===== src/rtl/lcd_pkg.sv =====
package lcd_pkg;

	// one 10-bit command word seen two ways
	typedef union packed {
		struct packed {
			logic       rs;
			logic       rw;
			logic [7:0] data;
		} raw;
		struct packed {
			logic       rs;
			logic       rw;
			logic       set_addr; // bit 7 of a set-DDRAM-address instruction
			logic [6:0] addr;
		} ddram;
	} lcd_word_u;

	localparam logic [7:0] INSTR_CLEAR = 8'h01;
	localparam logic [7:0] INSTR_HOME  = 8'h02;
	localparam logic [6:0] LINE2_BASE  = 7'h40; // first cell of line 2

	localparam int LINE_LEN = 16; // visible cells per line

	// panel timing in microseconds
	localparam int T_POWERUP_US = 500;
	localparam int T_CMD_US     = 50;   // normal command window
	localparam int T_LONG_US    = 2000; // clear and home
	localparam int T_E_ON_US    = 1;
	localparam int T_E_OFF_US   = 14;
	localparam int T_INIT_E_US  = 10;   // enable width of each init instruction

	// low time after function set, display control, clear, entry mode
	localparam int T_INIT_GAP_US [4] = '{50, 50, 200, 100};

endpackage


===== src/rtl/lcd_cmd_if.sv =====
`timescale 1ns/1ps

interface lcd_cmd_if;
	logic               valid; // one command this cycle
	lcd_pkg::lcd_word_u word;
	logic               credit; // receiver freed one slot

	modport sender (
		output valid,
		output word,
		input  credit
	);

	modport receiver (
		input  valid,
		input  word,
		output credit
	);
endinterface


===== src/rtl/lcd_cmd_queue.sv =====
`timescale 1ns/1ps

module lcd_cmd_queue #(
	parameter int QUEUE_DEPTH = 8
) (
	input  logic               clk,
	input  logic               rst,
	input  logic               host_valid,
	input  lcd_pkg::lcd_word_u host_word,
	output logic               host_credit,
	lcd_cmd_if.sender          out
);

	localparam int AW = (QUEUE_DEPTH > 1) ? $clog2(QUEUE_DEPTH) : 1;
	localparam int CW = $clog2(QUEUE_DEPTH + 1);
	localparam logic [1:0] SEQ_SLOTS = 2'd2; // holding buffer in the sequencer

	lcd_pkg::lcd_word_u mem [QUEUE_DEPTH];
	logic [AW-1:0] wr_ptr;
	logic [AW-1:0] rd_ptr;
	logic [CW-1:0] count;
	logic [1:0]    out_cnt; // credits toward the sequencer
	logic          full;
	logic          pop;

	function automatic logic [AW-1:0] ptr_next(input logic [AW-1:0] p);
		return (p == AW'(QUEUE_DEPTH - 1)) ? '0 : p + 1'b1;
	endfunction

	assign full = (count == CW'(QUEUE_DEPTH));
	assign pop  = (count != '0) && (out_cnt != 2'd0); // oldest entry leaves

	always_ff @(posedge clk) begin
		if (rst) begin
			wr_ptr      <= '0;
			rd_ptr      <= '0;
			count       <= '0;
			out_cnt     <= SEQ_SLOTS;
			out.valid   <= 1'b0;
			host_credit <= 1'b0;
		end else begin
			if (host_valid)
				wr_ptr <= ptr_next(wr_ptr);
			if (pop)
				rd_ptr <= ptr_next(rd_ptr);
			count       <= count + CW'(host_valid) - CW'(pop);
			out_cnt     <= out_cnt - {1'b0, pop} + {1'b0, out.credit};
			out.valid   <= pop;
			host_credit <= pop; // slot is free as the entry goes out
		end
	end

	always_ff @(posedge clk) begin
		if (host_valid)
			mem[wr_ptr] <= host_word;
		if (pop)
			out.word <= mem[rd_ptr];
	end

	// the host only writes with a credit in hand, so a full buffer sees no write
	a_no_overrun: assert property (@(posedge clk) disable iff (rst)
		full |-> !host_valid)
		else $error("host wrote into a full command queue");

endmodule


===== src/rtl/lcd_line_sequencer.sv =====
`timescale 1ns/1ps

module lcd_line_sequencer (
	input  logic        clk,
	input  logic        rst,
	lcd_cmd_if.receiver in,
	lcd_cmd_if.sender   out
);

	localparam logic [1:0] DRV_CREDITS = 2'd1; // driver takes one command at a time
	localparam logic [6:0] LINE1_END = 7'(lcd_pkg::LINE_LEN);
	localparam logic [6:0] LINE2_END = lcd_pkg::LINE2_BASE + 7'(lcd_pkg::LINE_LEN);

	lcd_pkg::lcd_word_u hold [2];
	logic               wr_sel;
	logic               rd_sel;
	logic [1:0]         used;
	logic [6:0]         cursor; // DDRAM address the panel will write next
	logic [1:0]         out_cnt;
	lcd_pkg::lcd_word_u head;
	lcd_pkg::lcd_word_u wrap_word;
	logic               is_char;
	logic               is_set_addr;
	logic               is_clear_home;
	logic               wrap;
	logic               send;
	logic               pop;

	assign head = hold[rd_sel];

	assign is_char = head.raw.rs && !head.raw.rw;
	assign is_set_addr = !head.ddram.rs && !head.ddram.rw && head.ddram.set_addr;
	assign is_clear_home = !head.raw.rs && !head.raw.rw &&
		(head.raw.data == lcd_pkg::INSTR_CLEAR || head.raw.data == lcd_pkg::INSTR_HOME);

	// char about to land past the visible end of a line
	assign wrap = is_char && (cursor == LINE1_END || cursor == LINE2_END);

	always_comb begin
		wrap_word.ddram.rs       = 1'b0;
		wrap_word.ddram.rw       = 1'b0;
		wrap_word.ddram.set_addr = 1'b1;
		wrap_word.ddram.addr     = (cursor == LINE1_END) ? lcd_pkg::LINE2_BASE : 7'd0;
	end

	assign send = (used != 2'd0) && (out_cnt != 2'd0);
	assign pop  = send && !wrap; // inserted address goes first, head stays

	assign out.valid = send;
	assign out.word  = wrap ? wrap_word : head;

	always_ff @(posedge clk) begin
		if (rst) begin
			wr_sel    <= 1'b0;
			rd_sel    <= 1'b0;
			used      <= 2'd0;
			cursor    <= 7'd0;
			out_cnt   <= DRV_CREDITS;
			in.credit <= 1'b0;
		end else begin
			if (in.valid)
				wr_sel <= !wr_sel;
			if (pop)
				rd_sel <= !rd_sel;
			used      <= used + {1'b0, in.valid} - {1'b0, pop};
			out_cnt   <= out_cnt - {1'b0, send} + {1'b0, out.credit};
			in.credit <= pop;

			if (send) begin
				if (wrap)
					cursor <= wrap_word.ddram.addr;
				else if (is_set_addr)
					cursor <= head.ddram.addr;
				else if (is_clear_home)
					cursor <= 7'd0;
				else if (is_char)
					cursor <= cursor + 7'd1; // increment mode, no shift
			end
		end
	end

	always_ff @(posedge clk) begin
		if (in.valid)
			hold[wr_sel] <= in.word;
	end

	// a credit only comes back for a command the driver still holds
	a_credit_balance: assert property (@(posedge clk) disable iff (rst)
		out.credit |-> out_cnt != DRV_CREDITS)
		else $error("bus driver returned a credit it was never given");

endmodule


===== src/rtl/lcd_bus_driver.sv =====
`timescale 1ns/1ps

module lcd_bus_driver #(
	parameter int CLK_PER_US = 15
) (
	input  logic        clk,
	input  logic        rst,
	input  logic [6:0]  lcd_mode, // lines, font, display, cursor, blink, inc, shift
	lcd_cmd_if.receiver cmd,
	output logic        e,
	output logic        rs,
	output logic        rw,
	output logic [7:0]  lcd_data,
	output logic        busy
);

	localparam int CNT_MAX = ((lcd_pkg::T_LONG_US > lcd_pkg::T_POWERUP_US) ?
		lcd_pkg::T_LONG_US : lcd_pkg::T_POWERUP_US) * CLK_PER_US;
	localparam int CW = $clog2(CNT_MAX + 1);

	localparam logic [CW-1:0] PWR_LAST  = CW'(lcd_pkg::T_POWERUP_US * CLK_PER_US - 1);
	localparam logic [CW-1:0] CMD_LAST  = CW'(lcd_pkg::T_CMD_US * CLK_PER_US - 1);
	localparam logic [CW-1:0] LONG_LAST = CW'(lcd_pkg::T_LONG_US * CLK_PER_US - 1);
	localparam logic [CW-1:0] E_ON      = CW'(lcd_pkg::T_E_ON_US * CLK_PER_US);
	localparam logic [CW-1:0] E_OFF     = CW'(lcd_pkg::T_E_OFF_US * CLK_PER_US);
	localparam logic [CW-1:0] INIT_E    = CW'(lcd_pkg::T_INIT_E_US * CLK_PER_US);

	localparam logic [1:0] ST_PWRUP = 2'd0;
	localparam logic [1:0] ST_INIT  = 2'd1;
	localparam logic [1:0] ST_IDLE  = 2'd2;
	localparam logic [1:0] ST_CMD   = 2'd3;

	logic [1:0]         state;
	logic [CW-1:0]      cnt; // cycles into the current step
	logic [1:0]         init_idx;
	logic               pending; // command that came in before idle
	lcd_pkg::lcd_word_u cmd_word;
	logic [7:0]         init_code;
	logic [CW-1:0]      init_last;
	logic [CW-1:0]      cmd_last;
	logic               long_cmd;
	logic               init_e;
	logic               cmd_e;

	always_comb begin
		case (init_idx)
			2'd0: init_code = {4'b0011, lcd_mode[6], lcd_mode[5], 2'b00}; // function set
			2'd1: init_code = {5'b00001, lcd_mode[4], lcd_mode[3], lcd_mode[2]};
			2'd2: init_code = lcd_pkg::INSTR_CLEAR;
			default: init_code = {6'b000001, lcd_mode[1], lcd_mode[0]}; // entry mode
		endcase
	end

	assign init_last = CW'((lcd_pkg::T_INIT_E_US + lcd_pkg::T_INIT_GAP_US[init_idx]) *
		CLK_PER_US - 1);

	// clear and home need the long window
	assign long_cmd = !cmd_word.raw.rs && !cmd_word.raw.rw &&
		(cmd_word.raw.data == lcd_pkg::INSTR_CLEAR || cmd_word.raw.data == lcd_pkg::INSTR_HOME);
	assign cmd_last = long_cmd ? LONG_LAST : CMD_LAST;

	assign init_e = (state == ST_INIT) && (cnt < INIT_E);
	assign cmd_e  = (state == ST_CMD) && (cnt >= E_ON) && (cnt < E_OFF);

	assign e        = init_e || cmd_e;
	assign rs       = (state == ST_CMD) && cmd_word.raw.rs;
	assign rw       = (state == ST_CMD) && cmd_word.raw.rw; // passed through only
	assign lcd_data = (state == ST_CMD) ? cmd_word.raw.data : (init_e ? init_code : 8'h00);
	assign busy     = (state != ST_IDLE);

	assign cmd.credit = (state == ST_CMD) && (cnt == cmd_last); // window ends

	always_ff @(posedge clk) begin
		if (rst) begin
			state    <= ST_PWRUP;
			cnt      <= '0;
			init_idx <= 2'd0;
			pending  <= 1'b0;
		end else begin
			if (cmd.valid)
				pending <= 1'b1;
			case (state)
				ST_PWRUP: begin
					if (cnt == PWR_LAST) begin
						cnt   <= '0;
						state <= ST_INIT;
					end else begin
						cnt <= cnt + 1'b1;
					end
				end
				ST_INIT: begin
					if (cnt == init_last) begin
						cnt      <= '0;
						init_idx <= init_idx + 2'd1;
						if (init_idx == 2'd3)
							state <= ST_IDLE; // entry mode was the last one
					end else begin
						cnt <= cnt + 1'b1;
					end
				end
				ST_IDLE: begin
					cnt <= '0;
					if (cmd.valid || pending) begin
						state   <= ST_CMD;
						pending <= 1'b0;
					end
				end
				default: begin
					if (cnt == cmd_last) begin
						cnt   <= '0;
						state <= ST_IDLE;
					end else begin
						cnt <= cnt + 1'b1;
					end
				end
			endcase
		end
	end

	always_ff @(posedge clk) begin
		if (cmd.valid)
			cmd_word <= cmd.word;
	end

	a_e_quiet: assert property (@(posedge clk) disable iff (rst)
		(state == ST_PWRUP || state == ST_IDLE) |-> !e)
		else $error("enable high outside init and command window");

	// panel latches on the falling edge, bus must not move under a high enable
	a_bus_stable: assert property (@(posedge clk) disable iff (rst)
		e ##1 e |-> $stable({rs, rw, lcd_data}))
		else $error("bus changed while enable was high");

	// window and its word hold until the credit goes back
	a_cmd_to_idle: assert property (@(posedge clk) disable iff (rst)
		state == ST_CMD && !cmd.credit |=> state == ST_CMD && $stable(cmd_word))
		else $error("command window cut short or its word replaced");

endmodule


===== src/rtl/lcd_display_top.sv =====
`timescale 1ns/1ps

module lcd_display_top #(
	parameter int CLK_PER_US  = 15,
	parameter int QUEUE_DEPTH = 8
) (
	input  logic       clk,
	input  logic       rst,
	input  logic [6:0] lcd_mode,
	input  logic       host_valid,
	input  logic [9:0] host_word, // {rs, rw, data}
	output logic       host_credit,
	output logic       e,
	output logic       rs,
	output logic       rw,
	output logic [7:0] lcd_data,
	output logic       busy
);

	lcd_pkg::lcd_word_u host_entry;

	lcd_cmd_if q2s ();
	lcd_cmd_if s2d ();

	assign host_entry = host_word;

	lcd_cmd_queue #(
		.QUEUE_DEPTH(QUEUE_DEPTH)
	) lcd_cmd_queue_i (
		.clk        (clk),
		.rst        (rst),
		.host_valid (host_valid),
		.host_word  (host_entry),
		.host_credit(host_credit),
		.out        (q2s.sender)
	);

	lcd_line_sequencer lcd_line_sequencer_i (
		.clk(clk),
		.rst(rst),
		.in (q2s.receiver),
		.out(s2d.sender)
	);

	lcd_bus_driver #(
		.CLK_PER_US(CLK_PER_US)
	) lcd_bus_driver_i (
		.clk     (clk),
		.rst     (rst),
		.lcd_mode(lcd_mode),
		.cmd     (s2d.receiver),
		.e       (e),
		.rs      (rs),
		.rw      (rw),
		.lcd_data(lcd_data),
		.busy    (busy)
	);

endmodule


===== config.mk =====
export PLATFORM = sky130hd
export DESIGN_NAME = lcd_display_top
export DESIGN_NICKNAME = d
export VERILOG_FILES = /design/src/rtl/lcd_pkg.sv /design/src/rtl/lcd_cmd_if.sv /design/src/rtl/lcd_cmd_queue.sv /design/src/rtl/lcd_line_sequencer.sv /design/src/rtl/lcd_bus_driver.sv /design/src/rtl/lcd_display_top.sv
export SDC_FILE = /design/constraint.sdc
export NUM_CORES = 1
export LEC_CHECK = 0
export BUFFER_PORTS_ARGS = -buffer_cell sky130_fd_sc_hd__buf_2
export CAP_MARGIN = 20
export CORE_MARGIN = 1
export CORE_UTILIZATION = 30
export CTS_CLUSTER_SIZE = 16
export DETAILED_ROUTE_END_ITERATION = 12
export HOLD_SLACK_MARGIN = 0.02
export RECOVER_POWER = 50
export SLEW_MARGIN = 30
export SYNTH_ARGS = -nofsm -noshare
export SYNTH_HDL_FRONTEND = slang
export SYNTH_SLANG_ARGS = --single-unit

===== constraint.sdc =====
create_clock -name clk -period 4.6 [get_ports clk]
set_clock_uncertainty 0.1 [all_clocks]
set_input_delay 0.46 -clock clk [delete_from_list [all_inputs] [get_ports clk]]
set_output_delay 0.46 -clock clk [all_outputs]
set_load 0.02 [all_outputs]

Yosys cells after proc, flatten, opt, wreduce, memory -nomap -nowiden
Memories as Yosys holds them, arrays and structs flattened. A register that Yosys moved wholly into a read port is not among the register bits. Cells that the tools add are included. Widths: inputs -> output; s select.

Bits in registers: 57. Bits in latches: 0. RAM bits: 100. Bits in read-only memories: 0. Output and inout port bits: 13. Memories: 2.

Memories: lcd_cmd_queue_i.mem (depth 8, bits a word 10, rd ports 1, clocked after memory_dff 1, write ports 1, line lcd_cmd_queue.sv:18) `lcd_pkg::lcd_word_u mem [QUEUE_DEPTH];`; lcd_line_sequencer_i.hold (depth 2, bits a word 10, rd ports 1, clocked after memory_dff 1, write ports 1, line lcd_line_sequencer.sv:14) `lcd_pkg::lcd_word_u hold [2];`.

Add/subtract/negate cells: 15. Multipliers: 1. Div/mod/pow operators: 0. Magnitude comparators: 4. Equality and inequality tests: 22. Shift operators: 0. Multiplexer cells: 34. Bitwise gates (word level): 1. Reductions and logical operators: 39.

Operator list (number): $bmux 32 s2 (1); $mux 32 (2); $mux 15 (4); $pmux 15 s3 (1); $mux 7 (6); $add 5x32->32 const A (1); $mul 32x5->15 const B (1); $eq 15x15->1 (2); $lt 15x8->1 const B (2); $pmux 6 s3 (1); $eq 8x1->1 const B (2); $eq 8x2->1 const B (2); $logic_and 1x1->1 (16); $add 15x1->15 const B (1); $eq 15x13->1 const B (1); $ge 15x4->1 const B (1); $sub 15x2->15 const B (1); $reduce_bool 4->1 (3); $mux 2 (5); $mux 1 (9); $eq 2x2->1 const B (4); $mux 8 (1); $add 7x1->7 const B (1); $eq 7x5->1 const B (1); 22 further kinds (47).

Longest topological paths before layout
Depth in word-level cells: 10. Gate-level depth with buffers: 14.

Modules after synthesis
From an unflattened synthesis, not the netlist that was laid out.

Cells, all modules: 629. Area, all modules: 8060.2 µm².

Modules (own cells, without submodules): lcd_cmd_queue (times used 1, cells an instance 213, area each 4101.4 µm², sequential area each 2962.8 µm²); lcd_bus_driver (times used 1, cells an instance 260, area each 2178.3 µm², sequential area each 700.7 µm²); lcd_line_sequencer (times used 1, cells an instance 156, area each 1780.5 µm², sequential area each 900.9 µm²).

Worst setup path before layout
Ideal clock, no wire load.

Path type: register -> register. Start: reg lcd_bus_driver_i.init_idx[0]. End: reg lcd_bus_driver_i.cnt[11]. Arrival time: 2.915 ns. Path slack: 1.450 ns. Stages on the path, launching flop included: 15. Buffers on the path: 2. Path through: dfxtp_1 > inv_1 > ha_1 > buf_2 > nor2_1 > nor2_1 > nor2_1 > fa_1 > xor2_1 > xnor2_1 > a211oi_1 > a211oi_2 > mux2i_2 > buf_6 > a31oi_1.

Longest elaborated chain between the ends: 10.

Ends and longest elaborated chain: start, declared (line lcd_bus_driver.sv:35) `logic [1:0] init_idx;`; start signal, assigned (line lcd_bus_driver.sv:94) `init_idx <= init_idx + 2'd1;`; $not 2->3 (implied by the code) (line lcd_bus_driver.sv:54) `assign init_last = CW'((lcd_pkg::T_INIT_E_US + lcd_pkg::T_INIT_GAP_US[init_idx]) *`; $bmux 32 s2 (line lcd_bus_driver.sv:54); $mux 32 (implied by the code) (2 in a row) (line lcd_bus_driver.sv:54); $add 5x32->32 (line lcd_bus_driver.sv:54); $mul 32x5->15 (line lcd_bus_driver.sv:54); $sub 15x2->15 (line lcd_bus_driver.sv:55) `CLK_PER_US - 1);`; $eq 15x15->1 (line lcd_bus_driver.sv:92) `if (cnt == init_last) begin`; $mux 15 (line lcd_bus_driver.sv:92); $pmux 15 s3 (line lcd_bus_driver.sv:82) `case (state)`; end signal, assigned (line lcd_bus_driver.sv:88) `cnt <= cnt + 1'b1;`; end signal, assigned (line lcd_bus_driver.sv:98) `cnt <= cnt + 1'b1;`; end signal, assigned (line lcd_bus_driver.sv:113) `cnt <= cnt + 1'b1;`; end, declared (line lcd_bus_driver.sv:34) `logic [CW-1:0] cnt;`.

Every way passes these cells. The select of a mux whose other input is x is not followed. A chain may end at the register's enable or synchronous reset.

Worst setup path in the final report
Start: reg lcd_bus_driver_i.init_idx[1]. End: reg lcd_bus_driver_i.state[0].

Longest elaborated chain between the ends: 10. Elaborated cells between the ends (all ways): 12. Those cells by class: add/sub (2); mul (1); eq/ne (4); mux (3); bitwise (1); reduce/logical (1).

Ends and longest elaborated chain: $not 2->3 (implied by the code) (line lcd_bus_driver.sv:54); $bmux 32 s2 (line lcd_bus_driver.sv:54); $mux 32 (implied by the code) (2 in a row) (line lcd_bus_driver.sv:54); $add 5x32->32 (line lcd_bus_driver.sv:54); $mul 32x5->15 (line lcd_bus_driver.sv:54); $sub 15x2->15 (line lcd_bus_driver.sv:55); $eq 15x15->1 (line lcd_bus_driver.sv:92); $ne 2x2->1 (no source line); $reduce_and 5->1 (no source line) *; end signal, assigned (line lcd_bus_driver.sv:86) `state <= ST_INIT;`; end signal, assigned (line lcd_bus_driver.sv:96) `state <= ST_IDLE;`; end signal, assigned (line lcd_bus_driver.sv:104) `state <= ST_CMD;`; end, declared (line lcd_bus_driver.sv:33) `logic [1:0] state;`.

Mark *: on every way between the ends. The rest lies on a longest branch, timed or not. The select of a mux whose other input is x is not followed.

==> flow_metrics.env <==
export IMPL_syn_to_final_growth_pct=12.4
export IMPL_cts_buffers=17
export IMPL_r2r_start="lcd_bus_driver_i.init_idx[1]"
export IMPL_synth_flop_cell="edfxtp_1"
export IMPL_h_tree_depth=4
export IMPL_diodes=0
export IMPL_slew_violations=58
export IMPL_synth_commonest_cells="120 x edfxtp_1, 60 x nor2_1, 48 x dfxtp_1"
export IMPL_fmax_ghz=0.280
export IMPL_min_period_over_period=0.777
export IMPL_wl_per_cell_microns=15.9
export IMPL_dp_hpwl_microns=10400
export IMPL_grt_max_degree=41
export IMPL_first_pass_iters=9
export IMPL_endpoint_kind="flop"
export IMPL_arrival_ps=3700
export IMPL_hold_path_endpoint="lcd_cmd_queue_i.mem[0][7]"
export IMPL_worstPathRequired_ps=4720
export IMPL_reg2reg_slack_ps=1020
export IMPL_finish_utilization=0.347
export IMPL_synth_top_area_frac=0.444
export IMPL_synth_edf_count=120
export IMPL_rsz0062_at_grt="no"
export IMPL_power_leakage_nw=3.09
export IMPL_nFillCells=2587
export IMPL_worstSetupStartpointType="flop"
export IMPL_rows=59
export IMPL_clockBufferDepth=2
export IMPL_drc_errors=4
export IMPL_io_buffers=32
export IMPL_initial_core_util=0.309
export IMPL_finalHoldViolations=0
export IMPL_finalSetupTns_ps=0
export IMPL_antenna_found_initial=0
export IMPL_grt_pass1_wl_microns=26600
export IMPL_hold_buffers=0
export IMPL_grt_overflow=0
export IMPL_drt_iter0_markers=356
export IMPL_whs_ps=279
export IMPL_totalWireLength_microns=16100
export IMPL_crit_fanout=16
export IMPL_synth_cell_types=69
export IMPL_outcome="complete, but fails checks"
export IMPL_yosysWarnings=0
export IMPL_io_pins=33
export IMPL_syn_area_per_cell_sq_um=12.5
export IMPL_drv_cap=2
export IMPL_tightest_slew_ps=1880
export IMPL_drive_gt1_frac=0.158
export IMPL_place_congestion=0.821
export IMPL_cts_resized_gates=0
export IMPL_clock_latency_ps=420
export IMPL_grt_usage=0.121
export IMPL_grt_pass1_vias=5100
export IMPL_yosysMostFrequentCell="edfxtp_1"
export IMPL_synthTopCellsByArea="edfxtp_1 44%, dfxtp_1 12%, mux4_2 5.6%"
export IMPL_cts_sinks=168
export IMPL_ant_nets=0
export IMPL_die_area_sq_um=27700
export IMPL_tritoncts="built"
export IMPL_setup_violations=0
export IMPL_r2r_end="lcd_bus_driver_i.state[0]"
export IMPL_whs_path_depth=1
export IMPL_cp_startpoint="lcd_bus_driver_i.init_idx[1]"
export IMPL_synth_top_area_cell="edfxtp_1"
export IMPL_die_height_microns=166
export IMPL_reg2reg_depth=12
export IMPL_yosys_register_bits=168
export IMPL_synth_area_sq_um=8110
export IMPL_synthesis_instances=648
export IMPL_synth_fp_nets=698
export IMPL_cts_setup_buffers=0
export IMPL_vias=5079
export IMPL_relSlewSlack=-0.253
export IMPL_fin_crit_ps=3580
export IMPL_final_nets=714
export IMPL_root_buffer="clkbuf_16"
export IMPL_crit_type="flop to flop"
export IMPL_hold_path_class="primary input to flop"
export IMPL_viasPerCell=5.02
export IMPL_power_density_nw_per_um2=513
export IMPL_core_area_sq_um=26300
export IMPL_clk_pin_slew_ps=70
export IMPL_chipWidth_microns=166
export IMPL_synthArstFlopShare=0
export IMPL_yosysSeqAreaShare=0.563
export IMPL_violations="DRC, capacitance limit, slew limit"
export IMPL_peakVddDrop_uv=357
export IMPL_min_from="host_word[7]"
[through the flow]
stage	std cells	cell area [sq um]	total power, mW	setup slack [ps]
global route	1012	9120	4.95	800
detailed placement	979	8560	3.32	1080
floorplan	648	8110	3.05	1450
global placement	979	8540	3.30	1100
CTS	1011	9140	4.73	1060
finish	1012	9120	4.68	1020
[final cells by class]
class,instances,area (sq um),area share
timing repair buffer,37,176,0.0193
inverter,23,86.3,0.00947
clock buffer,21,472,0.0517
tap,335,419,0.0460
sequential,168,4570,0.501
clock inverter,11,109,0.0119
multi-input combinational,417,3290,0.361
[power by group]
part | switching, mW | internal [mW] | total, mW
Sequential | 0.219 | 1.97 | 2.19
Clock | 0.600 | 0.802 | 1.40
Combinational | 0.563 | 0.522 | 1.08
[how the worst max path moves through the flow]
stage	end	depth (start not counted)	slack (ps)
2_1_floorplan	lcd_bus_driver_i.cnt[11]	14	1450
3_3_place_gp	lcd_bus_driver_i.init_idx[0]	11	1100
3_5_place_dp	lcd_bus_driver_i.init_idx[0]	11	1080
4_1_cts	lcd_bus_driver_i.init_idx[0]	11	1060
5_1_grt	lcd_bus_driver_i.state[0]	12	800
6_report	lcd_bus_driver_i.state[0]	12	1020
[flip-flops by register name (all words and copies together) (netlist names), 2 cells and up, named ones only]
signal,count
lcd_line_sequencer_i.used,2
lcd_cmd_queue_i.count,4
lcd_bus_driver_i.init_idx,2
lcd_line_sequencer_i.cursor,7
lcd_cmd_queue_i.out_cnt,2
lcd_cmd_queue_i.mem,80
lcd_line_sequencer_i.out_cnt,2
lcd_cmd_queue_i.rd_ptr,3
lcd_cmd_queue_i.out.word,10
lcd_line_sequencer_i.hold,20
lcd_bus_driver_i.cnt,15
lcd_cmd_queue_i.wr_ptr,3
lcd_bus_driver_i.state,2
lcd_bus_driver_i.cmd_word,10
[critical path, stage by stage (launching register included)]
cell	delay, ps
dfxtp_1	600
ha_1	550
nor2_1	90
nor2_1	100
nor2_1	50
fa_1	520
xor2_1	180
xnor2_1	130
a211oi_1	100
a211oi_2	360
mux2i_2	250
buf_4	250
o22ai_1	100
[placed cells by master, fill, tap and decap left out, drive strengths merged, types with 4 or more instances in the layout]
master	n
or2	4
inv	29
a21boi	4
nor4b	5
nor3b	5
o31ai	9
xor2	14
a21oi	15
xnor2	23
buf	24
edfxtp	120
o22ai	5
nand2b	11
o211ai	5
and3	7
nor2b	10
o21ai	16
o22a	5
a22o	4
clkbuf	34
nand3	21
a31oi	7
nor2	60
mux2	13
nor4	11
mux4	20
dfxtp	48
ha	28
and2	4
mux2i	18
nor3	22
nand2	23
a2bb2oi	5
clkinv	4
[layer usage]
metal  vias to the layer above  global-route usage  wire length [microns]
met5                         -                   0                      0
met2                        96               0.202                   7840
met4                         0              0.0370                     72
met3                         4              0.0316                    721
li1                       2460                   -                      -
met1                      2519               0.153                   7430
[cells by family (layout without fill, tap and decap cells)]
kind of cell	count (synthesis)	after routing	synth area share
compound gates	91	91	0.0788
xor+xnor	37	37	0.0400
fa+ha+maj	30	30	0.0481
buf+inv	63	92	0.0333
flops	168	168	0.563
mux	51	51	0.0963
simple gates	208	208	0.141
No activity file was read; power rests on OpenSTA's default activity.
